$ cat config.mk
export PLATFORM = sky130hd
export DESIGN_NAME = decode_stage
export DESIGN_NICKNAME = d
export VERILOG_FILES = /design/src/hw/cpu_pkg.sv /design/src/hw/decode_stage.sv
export SDC_FILE = /design/constraint.sdc
export NUM_CORES = 1
export LEC_CHECK = 0
export ABC_CLOCK_PERIOD_IN_PS = 2050
export BUFFER_PORTS_ARGS = -buffer_cell sky130_fd_sc_hd__buf_2
export CAP_MARGIN = 20
export CORE_MARGIN = 1
export CORE_UTILIZATION = 43
export DETAILED_ROUTE_END_ITERATION = 8
export PLACE_DENSITY = 0.81
export SLEW_MARGIN = 20
export SYNTH_ARGS = -nofsm -noshare
export SYNTH_HDL_FRONTEND = slang
export SYNTH_SLANG_ARGS = --single-unit
export TNS_END_PERCENT = 1
$ cat constraint.sdc
create_clock -name vclk -period 2.05
set_clock_uncertainty 0.15 [all_clocks]
set_input_delay 0.205 -clock vclk [all_inputs]
set_output_delay 0.205 -clock vclk [all_outputs]
set_load 0.05 [all_outputs]
$ cat src/hw/cpu_pkg.sv
package cpu_pkg;

  // data, address and instruction words share one width
  typedef logic [15:0] word_t;

  // register number, sixteen architectural registers
  typedef logic [3:0] reg_idx_t;

  // instruction opcodes, bits 15:12 of every instruction
  typedef enum logic [3:0] {
    add,
    sub,
    xor_op,
    red,
    sll,
    sra,
    ror_op,
    paddsb,
    lw,
    sw,
    llb,
    lhb,
    b,
    br,
    pcs,
    hlt
  } opcode_e;

  // branch condition, bits 11:9 of b and br
  typedef enum logic [2:0] {
    neq,
    eq,
    gt,
    lt,
    gte,
    lte,
    ovf,
    uncond
  } cond_e;

  // condition flags held by the execute stage
  typedef struct packed {
    logic z;
    logic v;
    logic n;
  } flags_t;

  // decoded control for one instruction
  // imm already extended; for b it carries the whole branch target
  typedef struct packed {
    opcode_e  opcode;
    reg_idx_t rd;
    reg_idx_t rs;
    reg_idx_t rt;
    word_t    imm;
    logic     reg_write;
    logic     mem_read;
    logic     mem_write;
    logic     take_branch;
    logic     branch_reg;
    logic     halt;
  } ctrl_t;

  typedef enum logic [1:0] {
    none,
    reg_wr,
    store
  } retire_kind_e;

  // one committed side effect, seen from outside the core
  // addr is the register number for reg_wr, the byte address for store
  typedef struct packed {
    retire_kind_e kind;
    word_t        addr;
    word_t        data;
  } retire_t;

  // memory sizes in words
  localparam int imem_words = 256;
  localparam int dmem_words = 256;
  localparam int imem_aw = $clog2(imem_words);
  localparam int dmem_aw = $clog2(dmem_words);

  // pc counts bytes, one instruction is two bytes
  localparam word_t pc_step = 16'd2;

endpackage
$ cat src/hw/decode_stage.sv
module decode_stage (
  input  cpu_pkg::word_t  instr,
  input  cpu_pkg::word_t  pc,
  input  cpu_pkg::flags_t flags,
  output cpu_pkg::ctrl_t  ctrl
);
  import cpu_pkg::*;

  opcode_e op;
  cond_e   cond;
  logic    is_compute;
  logic    is_byte_load;
  logic    cond_met;
  word_t   b_offset;

  assign op = opcode_e'(instr[15:12]);
  assign cond = cond_e'(instr[11:9]);

  // compute ops occupy the lower half of the opcode space
  assign is_compute = ~instr[15];
  assign is_byte_load = (op == llb) || (op == lhb);

  // 9-bit word offset of b, sign-extended and scaled to bytes
  assign b_offset = {{6{instr[8]}}, instr[8:0], 1'b0};

  // branch condition against the committed flags
  always_comb begin
    case (cond)
      neq:     cond_met = ~flags.z;
      eq:      cond_met = flags.z;
      gt:      cond_met = ~flags.z & ~flags.n;
      lt:      cond_met = flags.n;
      gte:     cond_met = flags.z | ~flags.n;
      lte:     cond_met = flags.n | flags.z;
      ovf:     cond_met = flags.v;
      default: cond_met = 1'b1;
    endcase
  end

  always_comb begin
    ctrl = '0;
    ctrl.opcode = op;
    ctrl.rd = instr[11:8];
    // llb and lhb read their own destination to keep the other byte
    ctrl.rs = is_byte_load ? instr[11:8] : instr[7:4];
    // store data register sits in the rd slot
    ctrl.rt = (op == sw) ? instr[11:8] : instr[3:0];

    case (op)
      // shift amount, zero-extended
      sll, sra, ror_op: ctrl.imm = {12'h000, instr[3:0]};
      // memory word offset, sign-extended, scaled in the alu
      lw, sw:           ctrl.imm = {{12{instr[3]}}, instr[3:0]};
      // byte for the merge in writeback
      llb, lhb:         ctrl.imm = {8'h00, instr[7:0]};
      // full branch target, pc of the next instruction plus offset
      b:                ctrl.imm = pc + pc_step + b_offset;
      default:          ctrl.imm = '0;
    endcase

    ctrl.reg_write = is_compute || (op inside {lw, llb, lhb, pcs});
    ctrl.mem_read = (op == lw);
    ctrl.mem_write = (op == sw);
    ctrl.take_branch = ((op == b) || (op == br)) && cond_met;
    ctrl.branch_reg = (op == br);
    ctrl.halt = (op == hlt);
  end

endmodule

; ---- Word-level counts from Yosys, hierarchy flattened
; Index checks and enable logic that the tools add are counted.
[word_totals]
register_bits = 0
output_inout_bits = 38
[classes]
n_addsub = 2
eq_ne = 17
mux = 4
bitwise = 6
n_reduce_logical = 9
[op_table]
columns = cell, n
row1 = $pmux W16 S4, 1
row2 = $eq A4 B4 Y1 const B, 8
row3 = $add A16 B16 Y16, 1
row4 = $add A16 B2 Y16 const B, 1
row5 = $eq A4 B3 Y1 const B, 3
row6 = $eq A3 B3 Y1 const B, 3
row7 = $mux W4, 2
row8 = $pmux W1 S7, 1
row9 = $eq A3 B2 Y1 const B, 2
row10 = $reduce_bool A4 Y1, 1
row11 = $reduce_or A2 Y1, 2
row12 = $eq A3 B1 Y1 const B, 1
row13 = $logic_not A3 Y1, 1
row14 = $logic_or A1 B1 Y1, 3
row15 = $not A1 Y1, 3
row16 = $reduce_or A3 Y1, 1
row17 = $or A1 B1 Y1, 2
row18 = $and A1 B1 Y1, 1
row19 = $logic_and A1 B1 Y1, 1

; ---- Depth between registers and ports, before layout
; Gate-level depths: netlist of run 1.
[logic_depth]
word_depth = 4
ltp_mapped = 12
ltp_nobuf = 12

; ---- Worst setup path before layout of run 1
; Ideal clock, no wire load.
[synth_path]
kind = input to output
startpoint = input port instr[1]
endpoint = output port ctrl[18] (netlist name)
t_arrival_ns = 2.972
slack_ns = -1.277
stages = 10
cell_sequence = ha_1 > ha_1 > inv_1 > fa_1 > nor2b_1 > o2111ai_1 > a21oi_1 > o21bai_1 > and3_1 > o31ai_1
[synth_lines]
columns = item, line
row1 = "start, declared", decode_stage.sv:2  ; input cpu_pkg::word_t instr,
row2 = "end, declared", decode_stage.sv:5  ; output cpu_pkg::ctrl_t ctrl

==> impl_metrics.py, run 1 <==
metrics = {
    "place": {
        "gp_congestion": 0.909,
        "place_ws_ns": -0.721,
        "portBuffers": 73,
        "dp_hpwl_um": 3660,
    },
    "drt": {
        "viasPerCell": 5.90,
        "wl_per_cell_um": 16.2,
        "ant_nets": 0,
        "vias": 1900,
        "drtIter0Drc": 170,
        "drc_errors": 6,
        "drt-total-wl_um": 5230,
        "drtPass1Iterations": 6,
    },
    "cells_and_area": {
        "clock_buffers": 0,
        "synthToLayoutAreaGrowth_pct": 74.6,
        "nNetsFinal": 356,
        "drive_gt1_frac": 0.550,
        "seq_cells": 0,
        "ff_latch_area_um2": 0,
        "antennaDiodeCount": 0,
    },
    "synth": {
        "seq_area_frac_synth": 0,
        "netlist_instances": 193,
        "syn_area_per_cell_um2": 6.94,
        "synthesis.area_um2": 1340,
        "yosysWarningCount": 0,
        "syn_nets": 256,
        "synth.distinct_cells": 42,
    },
    "critical_path": {
        "critPathKind": "input port to primary output",
        "worst_ep_required_time_ns": 1.69,
        "cp.arrival_ns": 2.27,
        "end_kind": "primary output",
        "startpoint_type": "input port",
        "cp_max_fo": 2,
    },
    "sta": {
        "worstMarginPinSlew_ns": 0.447,
        "whs_ns": 0.604,
        "max_freq_mhz": 381,
        "finalHoldViolCount": 0,
        "grt_setup_unrepaired": "yes",
        "fin_crit_ns": 2.63,
        "setup_viol": 13,
        "slew_violations": 0,
        "min_period_over_period": 1.28,
        "setup_slack_ns": -0.576,
        "max_slew_margin": 0.700,
    },
    "global_routing": {
        "antenna_found_initial": 0,
        "grt_use_total": 0.275,
        "grt_pass1_vias": 1693,
        "grt.overflow.total": 0,
        "grt_max_degree": 12,
        "grt_pass1_wl_um": 7420,
    },
    "status": {
        "status": "finished with violations",
        "violations": "design-rule violations, negative setup slack",
    },
    "die": {
        "die_w_um": 57.8,
        "rows": 19,
        "dieArea_um2": 3340,
        "start_util": 0.469,
        "core_um2": 2850,
        "pin_count": 73,
        "die_h_um": 57.8,
    },
    "worst_hold_path": {
        "min_to": "ctrl[31]",
        "worstHoldStart": "instr[9]",
        "hold_depth": 2,
        "hp-class": "input port to primary output",
    },
    "power_and_ir_drop": {
        "ir_worst_vdd_mv": 0.207,
        "power_density_nw_per_um2": 385,
        "p_leak_uw": 0.00115,
    },
    "job": {
        "cap_viol_max_count": 0,
    },
}
==> worst max-delay path, stage by stage <==
cell and delay [ns]:
buf_2 0.10, inv_2 0.05, ha_4 0.15, inv_2 0.06, ha_4 0.13, inv_2 0.03
fa_2 0.36, nor2b_4 0.14, o2111ai_2 0.15, a21oi_2 0.20, o21bai_1 0.11, and3_1 0.19
o31ai_4 0.20, buf_6 0.19
==> per-layer routing <==
layer | track usage | routed length (um)
met3 | 0.0201 | 356
met5 | 0 | 0
met2 | 0.479 | 2540
met4 | 0.0816 | 193
met1 | 0.362 | 2140
==> timing repair <==
action                                  4_1_cts  5_1_grt
hold endpoints to repair                      0        0
hold buffers                                  0        0
buffers inserted                              0        1
endpoints found under the setup margin       13       13
pin swaps                                     7       10
resized for setup                            34       29
==> kinds of logic (layout without fill, tap and decap cells) <==
| group | Yosys count | in the layout | share of synthesized area |
|---|---|---|---|
| compound gates | 63 | 63 | 0.295 |
| simple gates | 53 | 53 | 0.183 |
| fa+ha+maj | 29 | 29 | 0.275 |
| buf+inv | 28 | 126 | 0.102 |
| xor+xnor | 12 | 12 | 0.0785 |
| mux | 8 | 8 | 0.0664 |
==> cell usage in the layout (no fill, tap or decap), types with 3 or more instances in the layout <==
cell,count
a21oi_2,5
buf_6,13
o21ai_4,3
nor3_1,5
buf_2,57
xor2_1,4
o21ai_0,11
a21oi_1,12
ha_4,8
xnor2_1,5
o21ai_2,5
nor2_1,12
o21ai_1,4
mux2_2,7
a22o_1,3
buf_4,38
nand3_1,6
ha_1,19
inv_1,12
nand2_1,17
inv_2,4
==> worst max-delay path by stage <==
stage	from	endpoint	slack, ns	depth (start not counted)
2_1_floorplan	pc[2]	ctrl[18]	-0.47	10
3_5_place_dp	instr[1]	ctrl[18]	-0.72	12
4_1_cts	instr[0]	ctrl[18]	-0.55	14
3_3_place_gp	instr[1]	ctrl[18]	-0.65	12
6_report	pc[1]	ctrl[18]	-0.58	14
5_1_grt	pc[1]	ctrl[18]	-0.62	14
==> through the flow <==
| step | utilization | TNS (ns) | std cells | total power, uW | area (um^2) |
|---|---|---|---|---|---|
| 2_1_floorplan | - | -5.53 | 193 | 511 | 1430 |
| 3_3_place_gp | 0.711 | -5.46 | 321 | 728 | 2030 |
| 3_5_place_dp | 0.711 | -6.02 | 321 | 744 | 2030 |
| 4_1_cts | 0.757 | -4.66 | 321 | 795 | 2160 |
| 5_1_grt | 0.819 | -5.07 | 322 | 958 | 2340 |
| 6_report | 0.819 | -4.20 | 322 | 901 | 2340 |
==> Yosys cell counts, types with 2 or more instances <==
library cell,number,area [um^2]
clkbuf_1,3,11.3
buf_4,8,60.1
xnor2_1,7,61.3
mux2_2,7,78.8
o21ai_0,22,110
xor2_1,5,43.8
ha_1,27,338
nor2b_1,3,18.8
a311oi_1,2,17.5
nor3_1,6,30.0
nand3_1,6,30.0
and3_1,2,12.5
a21oi_1,18,90.1
a22o_1,3,26.3
nand2_1,18,67.6
o21bai_1,2,15.0
nand2b_1,2,12.5
a21o_1,2,15.0
inv_1,16,60.1
nor2_1,12,45.0
==> where the power goes <==
group	switching, uW	internal (uW)	total (uW)
Sequential	0	0	0
Clock	0	0	0
Combinational	530	371	901
Total	530	371	901
==> layout make-up <==
class	count	area (um^2)
Multi-Input combinational cell	165	1490
Timing Repair Buffer	110	747
Fill cell	177	515
Inverter	16	60.1
Tap cell	31	38.8
Power figures use the tool's default switching activity.
==> inputs of run 2 (changes only) <==
--- a/config.mk
+++ b/config.mk
@@ -5,13 +5,13 @@
 export SDC_FILE = /design/constraint.sdc
 export NUM_CORES = 1
 export LEC_CHECK = 0
-export ABC_CLOCK_PERIOD_IN_PS = 2050
+export ABC_CLOCK_PERIOD_IN_PS = 3100
 export BUFFER_PORTS_ARGS = -buffer_cell sky130_fd_sc_hd__buf_2
 export CAP_MARGIN = 20
 export CORE_MARGIN = 1
-export CORE_UTILIZATION = 43
+export CORE_UTILIZATION = 52
 export DETAILED_ROUTE_END_ITERATION = 8
-export PLACE_DENSITY = 0.81
+export PLACE_DENSITY = 0.91
 export SLEW_MARGIN = 20
 export SYNTH_ARGS = -nofsm -noshare
 export SYNTH_HDL_FRONTEND = slang
==> constraint.sdc (replaced) <==
create_clock -name vclk -period 3.1
set_clock_uncertainty 0.15 [all_clocks]
set_input_delay 0.31 -clock vclk [all_inputs]
set_output_delay 0.31 -clock vclk [all_outputs]
set_load 0.05 [all_outputs]
==> impl_metrics.py, run 2 (synthesized netlist as in run 1, its figures left out) <==
metrics = {
    "drt": {
        "drtIter0Drc": 47,
        "drc_errors": 0,
        "drt-total-wl_um": 4120,
        "viasPerCell": 5.83,
        "vias": 1690,
        "ant_nets": 0,
        "drtPass1Iterations": 5,
        "wl_per_cell_um": 14.2,
    },
    "global_routing": {
        "grt_pass1_vias": 1394,
        "grt.overflow.total": 0,
        "antenna_found_initial": 0,
        "grt_use_total": 0.273,
        "grt_pass1_wl_um": 5840,
        "grt_max_degree": 13,
    },
    "die": {
        "start_util": 0.545,
        "rows": 18,
        "die_w_um": 52.7,
        "dieArea_um2": 2780,
        "pin_count": 73,
        "die_h_um": 52.7,
        "core_um2": 2450,
    },
    "cells_and_area": {
        "nNetsFinal": 325,
        "synthToLayoutAreaGrowth_pct": 32.6,
        "ff_latch_area_um2": 0,
        "drive_gt1_frac": 0.385,
        "final_common_cell": "buf_2",
        "antennaDiodeCount": 0,
        "clock_buffers": 0,
        "final_util": 0.723,
        "mostFrequentLayoutCells": "71 x buf_2, 26 x ha_1, 20 x o21ai_0",
        "seq_cells": 0,
    },
    "worst_hold_path": {
        "hp-class": "input port to primary output",
        "worstHoldStart": "instr[9]",
    },
    "sta": {
        "slew_violations": 0,
        "max_freq_mhz": 330,
        "fin_crit_ns": 3.03,
        "max_slew_margin": 0.653,
        "tns_ns": 0,
        "setup_viol": 0,
        "worstMarginPinSlew_ns": 0.520,
        "finalHoldViolCount": 0,
        "min_period_over_period": 0.976,
        "whs_ns": 0.811,
        "grt_setup_unrepaired": "yes",
    },
    "critical_path": {
        "crit_chain": "buf_2 -> ha_1 -> ha_2 -> inv_1 -> fa_2 -> nor2b_4 -> o2111ai_4 -> a21oi_2 -> o21bai_2 -> and3_4 -> o31ai_4 -> buf_6",
        "worst_ep_required_time_ns": 2.64,
        "cpMaxStageDelayCell": "fa_2",
        "cpLargestDelayFamily": "adder cells",
        "endpoint": "ctrl[18]",
        "startpoint": "instr[1]",
        "critPathKind": "input port to primary output",
        "critPathMaxStageDelay_ns": 0.39,
        "critPathBufInv": 3,
        "path_depth": 12,
        "cp.arrival_ns": 2.57,
        "startpoint_type": "input port",
        "cp_max_fo": 2,
        "end_kind": "primary output",
    },
    "power_and_ir_drop": {
        "total_power_uw": 447,
        "power_density_nw_per_um2": 252,
        "ir_worst_vdd_mv": 0.165,
        "p_leak_uw": 0.000931,
    },
    "place": {
        "portBuffers": 73,
        "gp_congestion": 0.899,
        "dp_hpwl_um": 3110,
    },
    "status": {
        "status": "complete, no violations",
    },
    "job": {
        "cap_viol_max_count": 0,
    },
    "cts": {
        "cts_hold_buf": 0,
    },
}
## run 2: cell types whose count changed in the layout (fill, tap and decap cells not counted), moves of 7 or more
| cell | previous run | this run |
|---|---|---|
| buf_2 | 57 | 71 |
| ha_4 | 8 | 0 |
| ha_1 | 19 | 26 |
| buf_6 | 13 | 1 |
| o21ai_0 | 11 | 20 |
| buf_4 | 38 | 7 |
## run 2: how the worst min path moves through the flow
| stage | to | slack (ns) | cells past startpoint |
|---|---|---|---|
| 5_1_grt | ctrl[31] | 0.83 | 2 |
| 3_3_place_gp | ctrl[31] | 0.82 | 2 |
| 4_1_cts | ctrl[31] | 0.81 | 2 |
| 2_1_floorplan | ctrl[30] | 0.64 | 1 |
| 3_5_place_dp | ctrl[31] | 0.81 | 2 |
| 6_report | ctrl[31] | 0.81 | 2 |
## run 2: area by class of cell
class / count / area (um^2)
inverters: 16 / 60.1
fillers: 225 / 679
multi-input cells: 165 / 1260
repair buffers: 79 / 419
well taps: 30 / 37.5
## run 2: routing by layer
layer	vias up	track usage	part of all wire
met5	-	0	0
met4	0	0.0395	0.013
met3	6	0.00870	0.060
met2	74	0.511	0.50
met1	777	0.346	0.42
li1	833	-	-
## run 2: through the flow
step                      setup slack (ns)  cells  area [um^2]
after global placement              0.0441    288         1700
after global routing               -0.0594    290         1780
final                               0.0736    290         1780
after detailed placement           -0.0646    288         1700
after floorplan                     -0.291    193         1340
after CTS                           0.0363    289         1710
## run 2: repair_timing
item                                    CTS  global route
pin swaps                                 2             5
buffers inserted                          1             1
resized for setup                         1            14
endpoints found under the setup margin    1             3
## run 2: where the power goes
part | total (uW) | internal (uW) | switching (uW)
logic | 447 | 159 | 289
registers | 0 | 0 | 0
clock network | 0 | 0 | 0
total | 447 | 159 | 289
==> inputs of run 3 (changes only) <==
--- a/config.mk
+++ b/config.mk
@@ -12,6 +12,7 @@
 export CORE_UTILIZATION = 52
 export DETAILED_ROUTE_END_ITERATION = 8
 export PLACE_DENSITY = 0.91
+export REMOVE_ABC_BUFFERS = 1
 export SLEW_MARGIN = 20
 export SYNTH_ARGS = -nofsm -noshare
 export SYNTH_HDL_FRONTEND = slang
==> impl_metrics.py, run 3 (synthesized netlist as in run 1, its figures left out) <==
metrics = {
    "global_routing": {
        "grt_use_total": 0.271,
        "grt.overflow.total": 0,
        "grt_max_degree": 13,
        "antenna_found_initial": 0,
        "grt_pass1_vias": 1377,
        "grt_pass1_wl_um": 5840,
    },
    "drt": {
        "drc_errors": 0,
        "ant_nets": 0,
        "drtPass1Iterations": 4,
        "drt-total-wl_um": 3800,
        "vias": 1633,
        "drtIter0Drc": 49,
        "viasPerCell": 5.67,
        "wl_per_cell_um": 13.2,
    },
    "critical_path": {
        "end_kind": "primary output",
        "critPathKind": "input port to primary output",
        "path_depth": 10,
        "startpoint_type": "input port",
        "cpLargestDelayFamily": "compound AO/OA/AOI/OAI gates",
        "crit_chain": "buf_2 -> ha_1 -> ha_1 -> a21o_1 -> a31o_2 -> a31oi_2 -> o31ai_2 -> o31a_1 -> nand2_1 -> buf_2",
        "critPathMaxStageDelay_ns": 0.32,
        "startpoint": "instr[5]",
        "critPathBufInv": 2,
        "cp_max_fo": 3,
        "worst_ep_required_time_ns": 2.64,
        "cp.arrival_ns": 2.49,
        "cpMaxStageDelayCell": "ha_1",
    },
    "power_and_ir_drop": {
        "p_leak_uw": 0.000926,
        "total_power_uw": 425,
        "power_density_nw_per_um2": 246,
        "ir_worst_vdd_mv": 0.213,
    },
    "sta": {
        "setup_slack_ns": 0.146,
        "fin_crit_ns": 2.95,
        "worstMarginPinSlew_ns": 0.463,
        "tns_ns": 0,
        "finalHoldViolCount": 0,
        "max_slew_margin": 0.690,
        "slew_violations": 0,
        "min_period_over_period": 0.953,
        "setup_viol": 0,
        "max_freq_mhz": 339,
        "whs_ns": 0.803,
    },
    "cells_and_area": {
        "synthToLayoutAreaGrowth_pct": 29.2,
        "drive_gt1_frac": 0.368,
        "ff_latch_area_um2": 0,
        "clock_buffers": 0,
        "final_common_cell": "buf_2",
        "seq_cells": 0,
        "antennaDiodeCount": 0,
        "fin_area_um2": 1730,
        "mostFrequentLayoutCells": "71 x buf_2, 27 x ha_1, 22 x o21ai_0",
        "multi_input_area_um2": 1230,
        "fill_cells": 248,
        "nNetsFinal": 323,
    },
    "place": {
        "gp_congestion": 0.896,
        "portBuffers": 73,
        "dp_hpwl_um": 3100,
        "place_area_um2": 1680,
        "place_ws_ns": -0.0747,
    },
    "die": {
        "die_w_um": 52.7,
        "core_um2": 2450,
        "pin_count": 73,
        "rows": 18,
        "die_h_um": 52.7,
        "dieArea_um2": 2780,
        "start_util": 0.545,
    },
    "status": {
        "status": "complete, no violations",
    },
    "worst_hold_path": {
        "hold_depth": 2,
        "worstHoldStart": "instr[9]",
        "hp-class": "input port to primary output",
    },
    "job": {
        "cap_viol_max_count": 0,
    },
    "cts": {
        "cts_hold_buf": 0,
    },
}
==> run 3: routing by layer <==
| layer | track usage | vias up | part of all wire |
|---|---|---|---|
| met2 | 0.511 | 47 | 0.53 |
| li1 | - | 826 | - |
| met1 | 0.351 | 756 | 0.43 |
| met4 | 0.0175 | 0 | 0.0042 |
| met3 | 0.00290 | 4 | 0.038 |
| met5 | 0 | - | 0 |
==> run 3: path summary, 6_finish.rpt <==
kind	to	slack, ns
min	ctrl[31]	0.80
max	ctrl[21]	0.15
==> run 3: cell type report <==
cell class	instances	area share
multi-input combinational	165	0.710
timing repair buffer	77	0.234
inverter	16	0.0347
tap	30	0.0217
==> run 3: report_power, final <==
part           leakage (uW)  total (uW)  internal [uW]  switching [uW]
clock network             0           0              0               0
registers                 0           0              0               0
logic              0.000926         425            151             274
==> run 3: per-stage QoR <==
stage / util / instances
finish: 0.704 / 288
global route: 0.704 / 288
CTS: 0.687 / 286
detailed placement: 0.685 / 286
global placement: 0.685 / 286
floorplan: - / 181
==> run 3: what timing repair did <==
item,in CTS,in global routing
setup buffers,0,2
setup endpoints to repair,1,2
pin swaps,0,3
gates resized for setup,2,7
